File: src/keypadPkg.sv
// keypad shared constants
package keypadPkg;

    // matrix size
    localparam int ROWS = 4;
    localparam int COLS = 4;
    localparam int ROW_BITS = $clog2(ROWS);
    localparam int COL_BITS = $clog2(COLS);

    // cycles per row before the columns are sampled, covers the synchronizer
    localparam int ROW_DWELL = 4;
    localparam int DWELL_BITS = $clog2(ROW_DWELL);

    // stable cycles before a press counts
    localparam int DEBOUNCE_CYCLES = 10;
    localparam int DEBOUNCE_BITS = $clog2(DEBOUNCE_CYCLES + 1);

    // each digit lit for 2**REFRESH_EXP cycles
    localparam int REFRESH_EXP = 8;

    typedef logic [3:0] keyCode;

    // g at bit 6 down to a at bit 0
    typedef logic [6:0] segments;

    localparam logic [ROW_BITS-1:0] LAST_ROW = ROW_BITS'(ROWS - 1);
    localparam logic [DWELL_BITS-1:0] DWELL_LAST = DWELL_BITS'(ROW_DWELL - 1);
    localparam logic [DEBOUNCE_BITS-1:0] DEBOUNCE_LAST = DEBOUNCE_BITS'(DEBOUNCE_CYCLES - 1);

    // physical key positions, [row][column]
    localparam keyCode KEY_MAP [ROWS][COLS] = '{
        '{4'hA, 4'h0, 4'hB, 4'hF},
        '{4'h7, 4'h8, 4'h9, 4'hE},
        '{4'h4, 4'h5, 4'h6, 4'hD},
        '{4'h1, 4'h2, 4'h3, 4'hC}
    };

    // active-high hex patterns, the display inverts them
    localparam segments SEG_TABLE [16] = '{
        7'b0111111, 7'b0000110, 7'b1011011, 7'b1001111,
        7'b1100110, 7'b1101101, 7'b1111101, 7'b0000111,
        7'b1111111, 7'b1100111, 7'b1110111, 7'b1111100,
        7'b1011000, 7'b1011110, 7'b1111001, 7'b1110001
    };

endpackage

File: src/columnSync.sv
// column input synchronizer
`timescale 1ns/1ps

module columnSync (
    input  logic                       clk,
    input  logic                       reset,
    input  logic [keypadPkg::COLS-1:0] colAsync,
    output logic [keypadPkg::COLS-1:0] col
);

    // first stage may go metastable, second one settles it
    logic [keypadPkg::COLS-1:0] stage1;

    always_ff @(posedge clk, posedge reset) begin
        if (reset) begin
            stage1 <= '0;
            col <= '0;
        end else begin
            stage1 <= colAsync;
            col <= stage1;
        end
    end

endmodule

File: src/keypadScanner.sv
// keypad row scanner
`timescale 1ns/1ps

module keypadScanner (
    input  logic                       clk,
    input  logic                       reset,
    input  logic [keypadPkg::COLS-1:0] col,
    output logic [keypadPkg::ROWS-1:0] row,
    output logic                       keyActive,
    output keypadPkg::keyCode          keyCode
);

    typedef enum logic {
        SCANNING,
        HELD
    } scanState;

    scanState state;

    logic [keypadPkg::ROW_BITS-1:0] rowIdx;
    logic [keypadPkg::ROW_BITS-1:0] nextRow;
    logic [keypadPkg::DWELL_BITS-1:0] dwell;
    logic [keypadPkg::COL_BITS-1:0] heldCol;
    logic [keypadPkg::COL_BITS-1:0] hitCol;
    logic hit;

    // lowest set column has priority
    always_comb begin
        hit = 1'b0;
        hitCol = '0;
        for (int c = keypadPkg::COLS - 1; c >= 0; c--) begin
            if (col[c]) begin
                hit = 1'b1;
                hitCol = c[keypadPkg::COL_BITS-1:0];
            end
        end
    end

    assign nextRow = (rowIdx == keypadPkg::LAST_ROW) ? '0 : rowIdx + 1'b1;

    always_ff @(posedge clk, posedge reset) begin
        if (reset) begin
            state <= SCANNING;
            rowIdx <= '0;
            dwell <= '0;
            heldCol <= '0;
        end else begin
            case (state)
                SCANNING: begin
                    // columns sampled on the last dwell cycle only
                    if (dwell == keypadPkg::DWELL_LAST) begin
                        dwell <= '0;
                        if (hit) begin
                            state <= HELD;
                            heldCol <= hitCol;
                        end else begin
                            rowIdx <= nextRow;
                        end
                    end else begin
                        dwell <= dwell + 1'b1;
                    end
                end
                HELD: begin
                    // release resumes the scan at the following row
                    if (!col[heldCol]) begin
                        state <= SCANNING;
                        rowIdx <= nextRow;
                    end
                end
                default: begin
                    state <= SCANNING;
                end
            endcase
        end
    end

    // drive only the current row
    always_comb begin
        row = '0;
        row[rowIdx] = 1'b1;
    end

    assign keyActive = (state == HELD);
    assign keyCode = keypadPkg::KEY_MAP[rowIdx][heldCol];

    rowOneHot: assert property (@(posedge clk) disable iff (reset) $onehot(row));

endmodule

File: src/keyDebouncer.sv
// key press debouncer
`timescale 1ns/1ps

module keyDebouncer (
    input  logic              clk,
    input  logic              reset,
    input  logic              keyActive,
    input  keypadPkg::keyCode keyCode,
    output logic              keyValid,
    output keypadPkg::keyCode newKey
);

    keypadPkg::keyCode lastCode;
    logic [keypadPkg::DEBOUNCE_BITS-1:0] count;
    logic accepted;
    logic stable;

    // same key as last cycle and still pressed
    assign stable = keyActive && (keyCode == lastCode);

    always_ff @(posedge clk, posedge reset) begin
        if (reset) begin
            count <= '0;
            accepted <= 1'b0;
        end else if (!keyActive) begin
            count <= '0;
            accepted <= 1'b0;
        end else if (keyCode != lastCode) begin
            // a new code restarts the count, this cycle is the first
            count <= 1;
        end else if (!accepted) begin
            count <= count + 1'b1;
            if (keyValid) begin
                accepted <= 1'b1;
            end
        end
    end

    // payload only, follows the scanner every cycle
    always_ff @(posedge clk) begin
        lastCode <= keyCode;
    end

    // one entry per press
    assign keyValid = stable && !accepted && (count == keypadPkg::DEBOUNCE_LAST);
    assign newKey = lastCode;

    validPulse: assert property (
        @(posedge clk) disable iff (reset)
        keyValid |=> !keyValid
    );

    // a valid key has been held through the whole window
    validNeedsHold: assert property (
        @(posedge clk) disable iff (reset)
        keyValid |-> keyActive && $past(keyActive, keypadPkg::DEBOUNCE_CYCLES - 1)
    );

endmodule

File: src/digitDisplay.sv
// two-digit seven-segment display
`timescale 1ns/1ps

module digitDisplay (
    input  logic              clk,
    input  logic              reset,
    input  logic              keyValid,
    input  keypadPkg::keyCode newKey,
    output logic              anodeLeft,
    output logic              anodeRight,
    output keypadPkg::segments seg
);

    keypadPkg::keyCode leftDigit;
    keypadPkg::keyCode rightDigit;
    keypadPkg::keyCode shownDigit;

    // top bit selects the lit digit
    logic [keypadPkg::REFRESH_EXP:0] refreshCnt;

    // newest key enters on the right
    always_ff @(posedge clk, posedge reset) begin
        if (reset) begin
            leftDigit <= '0;
            rightDigit <= '0;
        end else if (keyValid) begin
            leftDigit <= rightDigit;
            rightDigit <= newKey;
        end
    end

    always_ff @(posedge clk, posedge reset) begin
        if (reset) begin
            refreshCnt <= '0;
        end else begin
            refreshCnt <= refreshCnt + 1'b1;
        end
    end

    assign anodeLeft = refreshCnt[keypadPkg::REFRESH_EXP];
    assign anodeRight = ~refreshCnt[keypadPkg::REFRESH_EXP];

    assign shownDigit = anodeLeft ? leftDigit : rightDigit;

    // segments are active low on common-anode digits
    assign seg = ~keypadPkg::SEG_TABLE[shownDigit];

    anodeExclusive: assert property (
        @(posedge clk) disable iff (reset)
        $onehot({anodeLeft, anodeRight})
    );

endmodule

File: src/keypadTop.sv
// keypad to display top level
`timescale 1ns/1ps

module keypadTop (
    input  logic                       clk,
    input  logic                       reset,
    input  logic [keypadPkg::COLS-1:0] colAsync,
    output logic [keypadPkg::ROWS-1:0] row,
    output keypadPkg::segments         seg,
    output logic                       anodeLeft,
    output logic                       anodeRight
);

    logic [keypadPkg::COLS-1:0] col;
    logic keyActive;
    keypadPkg::keyCode keyCode;
    logic keyValid;
    keypadPkg::keyCode newKey;

    columnSync colSync (
        .clk      (clk),
        .reset    (reset),
        .colAsync (colAsync),
        .col      (col)
    );

    keypadScanner scanner (
        .clk       (clk),
        .reset     (reset),
        .col       (col),
        .row       (row),
        .keyActive (keyActive),
        .keyCode   (keyCode)
    );

    keyDebouncer debouncer (
        .clk       (clk),
        .reset     (reset),
        .keyActive (keyActive),
        .keyCode   (keyCode),
        .keyValid  (keyValid),
        .newKey    (newKey)
    );

    digitDisplay display (
        .clk        (clk),
        .reset      (reset),
        .keyValid   (keyValid),
        .newKey     (newKey),
        .anodeLeft  (anodeLeft),
        .anodeRight (anodeRight),
        .seg        (seg)
    );

endmodule

File: config.mk
export PLATFORM = sky130hd
export DESIGN_NAME = keypadTop
export DESIGN_NICKNAME = d
export VERILOG_FILES = /design/src/keypadPkg.sv /design/src/columnSync.sv /design/src/keypadScanner.sv /design/src/keyDebouncer.sv /design/src/digitDisplay.sv /design/src/keypadTop.sv
export SDC_FILE = /design/constraint.sdc
export NUM_CORES = 1
export LEC_CHECK = 0
export ABC_AREA = 1
export BUFFER_PORTS_ARGS = -buffer_cell sky130_fd_sc_hd__buf_4
export CAP_MARGIN = 20
export CORE_MARGIN = 2
export CORE_UTILIZATION = 60
export DETAILED_ROUTE_END_ITERATION = 10
export PLACE_DENSITY_LB_ADDON = 0.3
export SETUP_SLACK_MARGIN = 0.15
export SLEW_MARGIN = 20
export SYNTH_ARGS = -nofsm -noshare
export SYNTH_HDL_FRONTEND = slang
export SYNTH_HIERARCHICAL = 1
export SYNTH_SLANG_ARGS = --single-unit
File: constraint.sdc
create_clock -name clk -period 4.8 [get_ports clk]
set_clock_uncertainty 0.1 [all_clocks]
set_input_delay 1.44 -clock clk [delete_from_list [all_inputs] [get_ports clk]]
set_output_delay 1.44 -clock clk [all_outputs]
set_load 0.02 [all_outputs]
# --- Yosys cells after proc, flatten, opt, wreduce, memory -nomap -nowiden ---
# Memory sizes are Yosys's and may differ from the RTL's.
# Cells that the tools add are included.
op_classes:
  addsub: 4
  magnitude_cmp: 6
  n_eq_ne: 10
  n_mux: 38
  bitwise: 6
  n_reduce_logical: 7
ops:
  columns: ["op", "n"]
  rows:
  - ["binary-select mux 16 bit (select 2 bit)", 1]
  - ["two-way mux 16 bit", 2]
  - ["two-way mux 4 bit", 6]
  - ["two-way mux 2 bit", 9]
  - ["two-way mux 7 bit", 2]
  - ["two-way mux 1 bit", 13]
  - ["adder 9 x 1 -> 9 bit (second input constant)", 1]
  - ["binary-select mux 4 bit (select 2 bit)", 1]
  - ["inverter 7 bit", 1]
  - ["greater-or-equal comparator 3 bit (second input constant)", 2]
  - ["< comparator 2 x 3 -> 1 bit (second input constant)", 2]
  - ["inequality test 2 bit (second input constant)", 3]
  - ["inverter 2 -> 3 bit", 2]
  - ["AND reduction 3 bit", 2]
  - ["greater-or-equal comparator 5 bit (second input constant)", 1]
  - ["inverter 4 -> 5 bit", 1]
  - ["adder 2 x 1 -> 2 bit (second input constant)", 2]
  - ["adder 4 x 1 -> 4 bit (second input constant)", 1]
  - ["== test 2 bit (second input constant)", 2]
  - ["== test 4 bit", 1]
  - ["== test 4 bit (second input constant)", 1]
  - ["logical AND 1 bit", 4]
  - ["inequality test 4 bit", 1]
  - ["case mux 2 bit (2 select lines)", 1]
  - ["other kinds (8)", 9]
totals:
  regBits: 41
  mem_bits_ro: 112
  inputBits: 6
  output_inout_bits: 13
  wordCells: 84
  memories: 1
memory_table:
  columns: ["memory", "words", "width", "read_ports", "rd_ports_with_merged_regs", "write_ports", "line_no", "rtl"]
  rows:
  - ["(name not given)", 16, 7, 1, 0, 0, "digitDisplay.sv:46", "assign seg = ~keypadPkg::SEG_TABLE[shownDigit];"]

# --- Longest topological paths before layout ---
# Gate-level depths: netlist of run 1.
logic_depth:
  ltp_word: 15
  mapped_depth: 14
  ltp_nobuf: 13

# --- Hierarchy ---
# Netlist of run 1, hierarchy kept.
by_module_without_submodules:
  columns: ["mod", "n_inst", "cells_per_inst", "area_per_inst_um2"]
  rows:
  - ["digitDisplay", 1, 142, 1071.0]
  - ["keypadScanner", 1, 77, 589.3]
  - ["keyDebouncer", 1, 57, 439.2]
  - ["columnSync", 1, 9, 203.9]

# --- Worst setup path before layout of run 1 ---
# No wires, ideal clock.
synth_path:
  kind: "reg2out"
  startpoint: "register display/refreshCnt[8] (netlist name)"
  endpoint: "output port seg[6]"
  arrival_time_ns: 1.533
  path_slack_ns: 1.727
  path_stages_with_launch: 8
  n_path_buf: 0
  path_cell_list: "dfrtp_1 > inv_2 > nand2_1 > nand2_2 > inv_1 > ha_1 > nand2_4 > a21oi_1"
synth_between:
  elab_chain_len: 6
synth_lines:
  columns: ["element", "line_no", "rtl"]
  rows:
  - ["start: declaration", "digitDisplay.sv:19", "logic [keypadPkg::REFRESH_EXP:0] refreshCnt;"]
  - ["start signal: assignment", "digitDisplay.sv:36", "refreshCnt <= refreshCnt + 1'b1;"]
  - ["two-way mux 4 bit", "digitDisplay.sv:43", "assign shownDigit = anodeLeft ? leftDigit : rightDigit;"]
  - ["inverter 4 -> 5 bit (not written as such)", "digitDisplay.sv:46", null]
  - ["memory read (16 x 7 bit)", null, null]
  - ["two-way mux 7 bit (not written as such) (2 in a row)", "digitDisplay.sv:46", null]
  - ["inverter 7 bit", "digitDisplay.sv:46", null]
  - ["end: declaration", "keypadTop.sv:9", "output keypadPkg::segments seg,"]
# No other way between the ends. The select of a mux whose other input is x is not followed.

# --- Worst setup path after layout of run 1 ---
layout_path:
  startpoint: "register display/refreshCnt[8] (netlist name)"
  endpoint: "output port seg[3]"
# The elaborated chain is that of the path after synthesis.

==> impl_results.md, run 1 <==
* Initial core utilization at 0.624
* Post-DRT Antenna Nets at 0
* Syn_area_per_cell at 8.08 µm²
* Share of post-route cells with drive strength above 1 at 0.159
* Maxcap violations at 0
* VDD IR-drop max at 0.300 mV
* XOR/XNOR Fraction of Synth Area at 0.0228
* Mapped Cells at 285
* Top delay family on crit path: flip-flops
* Nets@finish at 328
* Worst Tran Pin Value at 0.821 ns
* GPL Wtd Cong at 0.865
* Vias in the first global route at 1778
* RSZ-0062 raised after global routing: false
* Post-synth EDFFs at 0
* Flops & latches, synth at 41
* Worst Hold Class: flip-flop to flip-flop
* Routed WL per cell at 11.2 µm
* Tmin final at 3.58 ns
* Largest net degree at the start of global routing at 18
* Crit path arrival time at 2.04 ns
* Post-synthesis compound-gate area fraction at 0.0853
* Die width at 66.0 µm
* CP Capture Type: primary output
* Number of synthesis warnings at 6
* Post-Synth Simple-Gate Area at 0.285
* Final WL at 3970 µm
* Die Footprint at 0.00435 mm²
* Crit-path cells: inv_2 -> nand2_1 -> nand2_1 -> ha_1 -> inv_1 -> nand2_1 -> nand2_1 -> nand2_1 -> nand2_1 -> buf_4
* Initial antenna violation count at 0
* Setup tns final at 0 ns
* Mux cell area share after synthesis at 0
* Syn_nets at 306
* Worst-Skew Late Latency at 0.29 ns
* DR vias at 1778
* Post-cts hold buffer count at 0
* Die Ht at 66.0 µm
* Prevailing post-synth register cell: dfrtp_1
* Lkg Pwr at 0.00142 µW
* Largest family of logic cells by synthesized area: simple AND/OR/NAND/NOR gates
* Total I/O pin count at 19
* Finished layout cell area at 0.00256 mm²
* First-pass GRT wire length at 7540 µm
* Maximum clock path buffer count at 2
* Fillers at 295
* Initial DRC Count at 97
* Max Clk Rate at 0.280 GHz
* Worst Path Class, Setup: flip-flop to primary output
* Final setup viols at 0
* Cell Pwr Density at 427 mW/mm²
* Grt total ovfl at 0
* Row count at 22
* Status: finished clean
* Flop2flop setup slack at 1.97 ns
* Most common cell on crit path: nand2_1
* ANT cells at 0
* Asr flop ratio synth at 0.902
* Post-Syn Area at 0.00230 mm²
* DRT Pass-1 Iters at 4
* Worst endpoint required time at 3.26 ns
* H-tree levels at 2
* Area Growth Syn to Fin at 11.0%
* Total track usage at 0.227
* CTS root buffer: clkbuf_8
* Unique masters post-synth at 32
* Postcts setup bufs at 0
* Adder-cell share of the synthesized area at 0.0815
* PostCTS Resize Cnt at 0
* Final Hold Viols at 0
* Critical path peak fanout at 12
* Startpoint Class: flip-flop
* Buffers on Ports at 18
* Worst-path clk slew at 0.07 ns
* Cts bufs inserted at 5
* Cell Area, Placed at 0.00247 mm²
* Vias per cell at 4.99
* Rel. slew slack at 0.451
* Final routed DRC violation total at 0
* Period utilisation layout at 0.745
* Core area at 0.00369 mm²
* CTS Sinks at 41
* Critical path's largest stage delay at 0.65 ns
* Crit path buf inv count at 3
* Sequential share of the synthesized area at 0.437
* Dpl hpwl at 3110 µm
* Max Slew Vio Count at 0
* CTS tree: yes
* CP max stage cell: dfrtp_1
-- sequential cells by signal, summed over array words and instances, names as in the netlist --
name / cells
display/refreshCnt: 9
colSync/col: 4
colSync/stage1: 4
debouncer/count: 4
debouncer/newKey: 4
display/leftDigit: 4
display/rightDigit: 4
scanner/dwell: 2
scanner/heldCol: 2
scanner/rowIdx: 2
debouncer/accepted: 1
scanner/keyActive: 1
-- placed cells by master, fill, tap and decap left out, drive strengths merged --
| cell type | instances |
|---|---|
| nand3b | 2 |
| o21ai | 16 |
| clkinvlp | 1 |
| inv | 46 |
| clkinv | 2 |
| nand4 | 4 |
| clkbuf | 5 |
| buf | 18 |
| xnor2 | 2 |
| dfrtp | 37 |
| dfxtp | 4 |
| nor3 | 1 |
| ha | 15 |
| o31ai | 1 |
| nor2 | 13 |
| nand3 | 23 |
| xor2 | 4 |
| o211ai | 2 |
| a31oi | 1 |
| o311ai | 1 |
| a21oi | 8 |
| nand2 | 101 |
| or2 | 1 |
-- per-stage QoR --
stage	hold WS [ns]	power, µW	utilization	setup slack [ns]	std cells
2_1_floorplan	0.231	788	-	1.73	285
3_3_place_gp	0.232	869	0.670	1.60	348
3_5_place_dp	0.238	885	0.670	1.54	348
4_1_cts	0.255	1100	0.693	1.22	356
5_1_grt	0.268	1190	0.693	1.02	356
6_report	0.254	1090	0.693	1.22	356
-- synth_stat cells (2+ instances only) --
cell	instances	share of area
o211ai_1	2	0.0065
o21ai_4	2	0.014
buf_6	2	0.0098
o21ai_0	11	0.024
nand3_1	21	0.046
nand3_2	2	0.0087
nor2_2	3	0.0081
a21oi_1	7	0.015
nand4_1	4	0.011
nand2_1	93	0.15
nand2_2	5	0.014
inv_1	42	0.068
nand2_4	2	0.0098
dfxtp_1	4	0.035
dfrtp_1	37	0.40
xnor2_1	2	0.0076
nor2_1	10	0.016
o21ai_2	2	0.0076
xor2_1	4	0.015
ha_1	15	0.081
nand3b_1	2	0.0065
inv_2	3	0.0049
-- cells by family after synthesis --
family	after synthesis
fa+ha+maj	15
flops	41
buf+inv	49
compound gates	29
xor+xnor	6
simple gates	145
-- where the power goes --
part | internal [µW] | switching [µW] | total [µW] | leakage [µW]
Combinational | 153 | 248 | 401 | 0.000869
Sequential | 402 | 72.6 | 475 | 0.000504
Clock | 100 | 114 | 215 | 0.0000439
-- final cells by class --
cell class              count  area [µm²]  area share
multi-input cells         195        1090       0.427
repair buffers             18         135      0.0528
clock buffers               5        68.8      0.0269
flip-flops and latches     41        1010       0.393
inverters                  46         178      0.0695
clock inverters             3        17.5     0.00685
well taps                  48        60.1      0.0235
-- path summary, 6_finish.rpt --
| kind | from | to | depth (start not counted) |
|---|---|---|---|
| min in group asynchronous | reset | debouncer/accepted | 2 |
| min | colSync/stage1[2] | colSync/col[2] | 0 |
| min reg2reg | colSync/stage1[2] | colSync/col[2] | 0 |
| max in group asynchronous | reset | display/leftDigit[2] | 2 |
| max reg2reg | scanner/rowIdx[0] | display/rightDigit[2] | 10 |
| max | display/refreshCnt[8] | seg[3] | 10 |
-- layer usage --
metal,routed length [µm],track usage,up-vias,part of all wire
li1,-,-,939,-
met1,1850,0.290,797,0.46
met2,1900,0.370,30,0.48
met4,93,0.0944,0,0.023
met5,0,0,-,0
met3,132,0.0528,12,0.033
-- worst register-to-register path, cell delays in order, from the launching register on --
cell      delay [ns]
dfrtp_1         0.46
inv_1           0.13
ha_1            0.25
o211ai_1        0.17
o311ai_0        0.22
nand2_1         0.12
nand2_1         0.08
nor2_2          0.15
nand4_1         0.13
nor2_1          0.65
o21ai_0         0.21
Note: power is estimated with default switching activity, not from simulation.
==> run 2, diff against run 1 <==
CORE_UTILIZATION = 53   (was 60)
clock period = 3.1 ns   (was 4.8 ns; I/O delays follow)
==> run 2 against run 1 <==
Against the previous run: clock power rose by 58%; sequential power is 55% higher; non-clock buffer count grew 3; worst hold slack lost 0.0033 ns; combinational power increased by 55%; critical path depth fell by 1; critical path type unchanged.
==> impl_results.md, run 2 (synthesized netlist as in run 1, its figures left out) <==
* Status: finished clean
* VDD IR-drop max at 0.567 mV (+89%)
* Initial DRC Count at 107 (+10%)
* Global routing usage on met2 at 0.258 (-0.112)
* Worst Path Class, Setup: flip-flop to primary output
* Hold Path Stages at 0 (unchanged)
* Non-Filler Instances at 361 (+1.4%)
* R2R cell count at 11 (+1)
* Die Footprint at 0.00489 mm² (+12%)
* RSZ-0062 raised after global routing: false
* Cts bufs inserted at 5 (unchanged)
* Die Ht at 69.9 µm (+6.0%)
* Vias in the first global route at 1582 (-11%)
* Critical path's largest stage delay at 0.46 ns (-0.19 ns)
* CTS Sinks at 41 (unchanged)
* Reg with most FFs: display/refreshCnt
* Final WL at 4080 µm (+2.7%)
* Largest net degree at the start of global routing at 18 (unchanged)
* Startpoint Class: flip-flop
* Busiest grt layer: met2
* Met1 usage at 0.244 (-0.0460)
* H-tree levels at 2 (unchanged)
* Commonest non-fill, non-tap cells in the layout: nand2_1, inv_1, dfrtp_1
* Crit path arrival time at 1.78 ns (-0.26 ns)
* Rel. slew slack at 0.552 (+0.101)
* Share of post-route cells with drive strength above 1 at 0.177 (+0.0178)
* Area Growth Syn to Fin at 13.5%
* Worst-path clk slew at 0.08 ns (about the same)
* CP Launch Point: display/refreshCnt[8]
* Vias per cell at 4.98 (-0.39%)
* CTS root buffer: clkbuf_8
* CP max stage cell: dfrtp_2
* Dpl hpwl at 3040 µm (-2.4%)
* Grt total ovfl at 0 (unchanged)
* Hold_ws at 0.251 ns (-0.00333 ns)
* Initial core utilization at 0.564 (-0.0608)
* Critical path peak fanout at 8 (-4)
* Most common cell on crit path: nand2_1
* Crit path buf inv count at 2 (-1)
* Die width at 69.9 µm (+6.0%)
* First-pass GRT wire length at 6850 µm (-9.1%)
* Max Clk Rate at 0.356 GHz
* Lkg Pwr at 0.00143 µW (+0.82%)
* ANT cells at 0 (unchanged)
* Maximum clock path buffer count at 2 (unchanged)
* Final routed DRC violation total at 0 (unchanged)
* Total I/O pin count at 19 (unchanged)
* GPL Wtd Cong at 0.800 (-7.4%)
* Worst-Skew Late Latency at 0.29 ns (about the same)
* Worst endpoint required time at 2.07 ns (-1.19 ns)
* Period utilisation layout at 0.905
* Row count at 23 (+4.5%)
* Top delay family on crit path: flip-flops
* Routed WL per cell at 11.3 µm (+1.3%)
* Initial antenna violation count at 0 (unchanged)
* WP depth at 9 (-1)
* Crit-path cells: buf_6 -> nand2_1 -> nand2_2 -> ha_4 -> nand3_1 -> nand2_1 -> nand2_1 -> nand2_1 -> buf_4
* Hold Crit Start: colSync/stage1[2]
* DRT Pass-1 Iters at 5 (+1)
* Commonest non-fill, non-tap cell in the layout: nand2_1
* Maxcap violations at 0 (unchanged)
* CTS tree: yes
* Nets@finish at 331 (+0.91%)
* Setup tns final at 0 ns (unchanged)
* Worst Tran Pin Value at 0.671 ns (-0.149 ns)
* Post-DRT Antenna Nets at 0 (unchanged)
* Core area at 0.00409 mm² (+11%)
* Buffers on Ports at 18 (unchanged)
* Cell Pwr Density at 649 mW/mm² (+52%)
* Met3 Use GR at 0.0433 (-0.00952)
* Max Slew Vio Count at 0 (unchanged)
* Worst Hold Class: flip-flop to flip-flop
* R2r startpoint: scanner/rowIdx[0]
* Final setup viols at 0 (unchanged)
* Final Hold Viols at 0 (unchanged)
* Total track usage at 0.172 (-0.0545)
* DR vias at 1796 (+1.0%)
* CP Capture Type: primary output
* Tmin final at 2.81 ns
* DP Cell Count at 352 (+1.1%)
* Max reg flops at 9 (unchanged)
run 2: timing repair:
| action | in CTS | in global routing |
|---|---|---|
| hold buffers | 0 | 0 |
| resized for setup | 0 | 7 |
| endpoints found under the setup margin | 0 | 4 |
| setup buffers | 0 | 1 |
run 2: path summary, 6_finish.rpt:
kind | end | slack [ns]
max | seg[3] | 0.29
min | colSync/col[2] | 0.25
max reg2reg | display/rightDigit[3] | 0.74
min reg2reg | colSync/col[2] | 0.25
max in group asynchronous | display/refreshCnt[8] | 1.77
min in group asynchronous | debouncer/count[1] | 0.45
run 2: layout make-up:
class	instances	area (µm²)
sequential	41	1010
clock inverter	2	15.0
clock buffer	6	72.6
inverter	46	180
timing repair buffer	21	161
tap	50	62.6
fill	357	1470
multi-input combinational	195	1110
run 2: where the power goes:
part	switching (µW)	internal, µW	total (µW)
Sequential	111	623	734
Clock	181	158	340
Combinational	385	238	623
Total	677	1020	1700
run 2: through the flow:
step            util  total power, µW  setup slack [ns]  cell area (µm²)
2_1_floorplan      -             1220             0.537             2300
5_1_grt        0.640             1850             0.156             2610
3_5_place_dp   0.609             1370             0.497             2490
6_report       0.640             1700             0.295             2610
4_1_cts        0.630             1720             0.168             2580
3_3_place_gp   0.609             1340             0.562             2490
run 2: per-layer routing:
| layer | share of wire | vias to the layer above |
|---|---|---|
| met4 | 0.0098 | 0 |
| met2 | 0.46 | 33 |
| li1 | - | 937 |
| met3 | 0.043 | 7 |
| met5 | 0 | - |
| met1 | 0.49 | 819 |
==> run 3, diff against run 2 <==
--- a/config.mk
+++ b/config.mk
@@ -10,3 +10,2 @@
 export CAP_MARGIN = 20
-export CORE_MARGIN = 2
 export CORE_UTILIZATION = 53
==> constraint.sdc (replaced) <==
create_clock -name clk -period 3.1 [get_ports clk]
set_clock_uncertainty 0.1 [all_clocks]
set_input_delay 0.31 -clock clk [delete_from_list [all_inputs] [get_ports clk]]
set_output_delay 0.31 -clock clk [all_outputs]
set_load 0.02 [all_outputs]
==> run 3 against run 2 <==
Against the previous run: die area fell by 5.6%; sequential share of layout area about the same; first-iteration DRC count is 37% lower; global-route usage is 3.5 points higher; largest power group unchanged.
==> impl_results.md, run 3 (synthesized netlist as in run 1, its figures left out) <==
* First-pass GRT wire length at 7160 µm (+4.5%)
* Routed WL per cell at 11.4 µm (+0.87%)
* H-tree levels at 2 (unchanged)
* Lkg Pwr at 0.00144 µW (+0.88%)
* Cts bufs inserted at 5 (unchanged)
* GPL Wtd Cong at 0.804 (+0.47%)
* Row count at 23 (unchanged)
* Startpoint Class: flip-flop
* Sequential share of power at 0.408 (-0.025)
* Status: finished clean
* Hold_ws at 0.0269 ns (-0.224 ns)
* Worst Path Class, Setup: flip-flop to primary output
* Max reg flops at 9 (unchanged)
* CTS Sinks at 41 (unchanged)
* DRT Pass-1 Iters at 4 (-1)
* Reg with most FFs: display/refreshCnt
* Crit path buf inv count at 3 (+1)
* Die Footprint at 0.00461 mm² (-5.6%)
* Pint at 1120 µW (+10%)
* Top delay family on crit path: flip-flops
* Critical path's largest stage delay at 0.65 ns (+0.19 ns)
* Worst setup path end: seg[3]
* Final Hold Viols at 0 (unchanged)
* Rel. slew slack at 0.542 (-0.00980)
* Sw Share at 0.377 (-0.0225)
* Buffers on Ports at 18 (unchanged)
* RSZ-0062 raised after global routing: false
* CTS root buffer: clkbuf_8
* Setup tns final at 0 ns (unchanged)
* Crit-path cells: inv_2 -> nand2_1 -> nand2_2 -> ha_1 -> inv_1 -> nand2_1 -> nand2_1 -> nand2_1 -> nand2_1 -> buf_4
* DR vias at 1822 (+1.4%)
* Hold Crit Start: colAsync[3]
* Final routed DRC violation total at 0 (unchanged)
* Nets@finish at 330 (-0.30%)
* CP Capture Type: primary output
* Worst slack, placed at 0.780 ns (+0.284 ns)
* Post-DRT Antenna Nets at 0 (unchanged)
* Total I/O pin count at 19 (unchanged)
* Fin util at 0.638 (-0.00153)
* Worst-path clk slew at 0.07 ns (about the same)
* PostCTS Resize Cnt at 0 (unchanged)
* CTS tree: yes
* Max Clk Rate at 0.405 GHz (+14%)
* Vias in the first global route at 1734 (+9.6%)
* Crit path arrival time at 2.06 ns (+0.28 ns)
* Clk pwr share at 0.241 (+0.041)
* Vias per cell at 5.06 (+1.7%)
* Grt total ovfl at 0 (unchanged)
* Cell Pwr Density at 691 mW/mm² (+6.5%)
* Largest net degree at the start of global routing at 18 (unchanged)
* Most common cell on crit path: nand2_1
* CP max stage cell: dfrtp_1
* Worst Hold Class: input pin to flip-flop
* Initial core utilization at 0.564 (unchanged)
* Die width at 67.9 µm (-2.9%)
* Worst Tran Pin Value at 0.686 ns (+0.0147 ns)
* Tmin final at 2.47 ns (-0.334 ns)
* Dpl hpwl at 3110 µm (+2.3%)
* R2r startpoint: scanner/rowIdx[0]
* Worst-Skew Late Latency at 0.28 ns (about the same)
* Final WL at 4100 µm (+0.59%)
* Commonest non-fill, non-tap cell in the layout: nand2_1
* Worst endpoint required time at 2.69 ns (+0.62 ns)
* ANT cells at 0 (unchanged)
* Critical path peak fanout at 12 (+4)
* Maxcap violations at 0 (unchanged)
* CP Launch Point: display/refreshCnt[8]
* Commonest non-fill, non-tap cells in the layout: nand2_1, inv_1, dfrtp_1
* Flop2flop setup slack at 0.74 ns (about the same)
* Maximum clock path buffer count at 2 (unchanged)
* Initial DRC Count at 67 (-37%)
* Worst Setup Slack, final at 0.629 ns (+0.334 ns)
* Share of post-route cells with drive strength above 1 at 0.158 (-0.0188)
* Combinational share of power at 0.351 (-0.016)
* Non-Filler Instances at 360 (-0.28%)
* DP Cell Count at 351 (-0.28%)
* R2R cell count at 11 (unchanged)
* Total track usage at 0.207 (+0.0347)
* Core area at 0.00409 mm² (unchanged)
* Final setup viols at 0 (unchanged)
* WP depth at 10 (+1)
* Reg2reg end: display/rightDigit[0]
* NetSw at 679 µW (+0.25%)
* Period utilisation layout at 0.797 (-0.108)
* VDD IR-drop max at 0.399 mV (-30%)
* Initial antenna violation count at 0 (unchanged)
* Area Growth Syn to Fin at 13.2%
* Max Slew Vio Count at 0 (unchanged)
* Die Ht at 67.9 µm (-2.9%)
[run 3: through the flow]
| stage | power, µW | area [µm²] |
|---|---|---|
| 3_3_place_gp | 1350 | 2480 |
| 4_1_cts | 1820 | 2610 |
| 6_report | 1800 | 2610 |
| 2_1_floorplan | 1220 | 2300 |
| 3_5_place_dp | 1370 | 2480 |
| 5_1_grt | 1940 | 2610 |
[run 3: worst min-delay path by stage]
stage                         end  slack [ns]  depth (start not counted)
2_1_floorplan  debouncer/accepted       -0.01                          1
3_3_place_gp   debouncer/count[0]        0.15                          2
3_5_place_dp   debouncer/count[1]        0.15                          2
4_1_cts         colSync/stage1[3]        0.01                          1
5_1_grt         colSync/stage1[0]       0.006                          1
6_report        colSync/stage1[3]        0.03                          1
[run 3: layout make-up]
type / instances / area (µm²)
Fill cell: 348 / 1480
Multi-Input combinational cell: 195 / 1090
Sequential cell: 41 / 1010
Inverter: 46 / 178
Timing Repair Buffer: 20 / 153
Clock buffer: 7 / 86.3
Tap cell: 50 / 62.6
Clock inverter: 1 / 30.0
[run 3: timing repair]
| item | CTS | global route |
|---|---|---|
| setup buffers | 0 | 0 |
| hold endpoints to repair | 20 | 0 |
| hold buffers | 1 | 0 |
[run 3: power groups by stage]
stage | sequential [µW] | combinational (µW) | clock [µW]
after floorplan | 705 | 515 | 0
final | 735 | 632 | 435
after CTS | 734 | 637 | 448
after detailed placement | 743 | 630 | 0
after global routing | 746 | 725 | 468
after global placement | 739 | 609 | 0
[run 3: per-layer routing]
metal  vias up  routed length [µm]  GRT usage
li1        936                   -          -
met1       853                1930      0.267
met2        27                2000      0.328
met3         6                 136     0.0500
met4         0                  45     0.0911
met5         -                   0          0
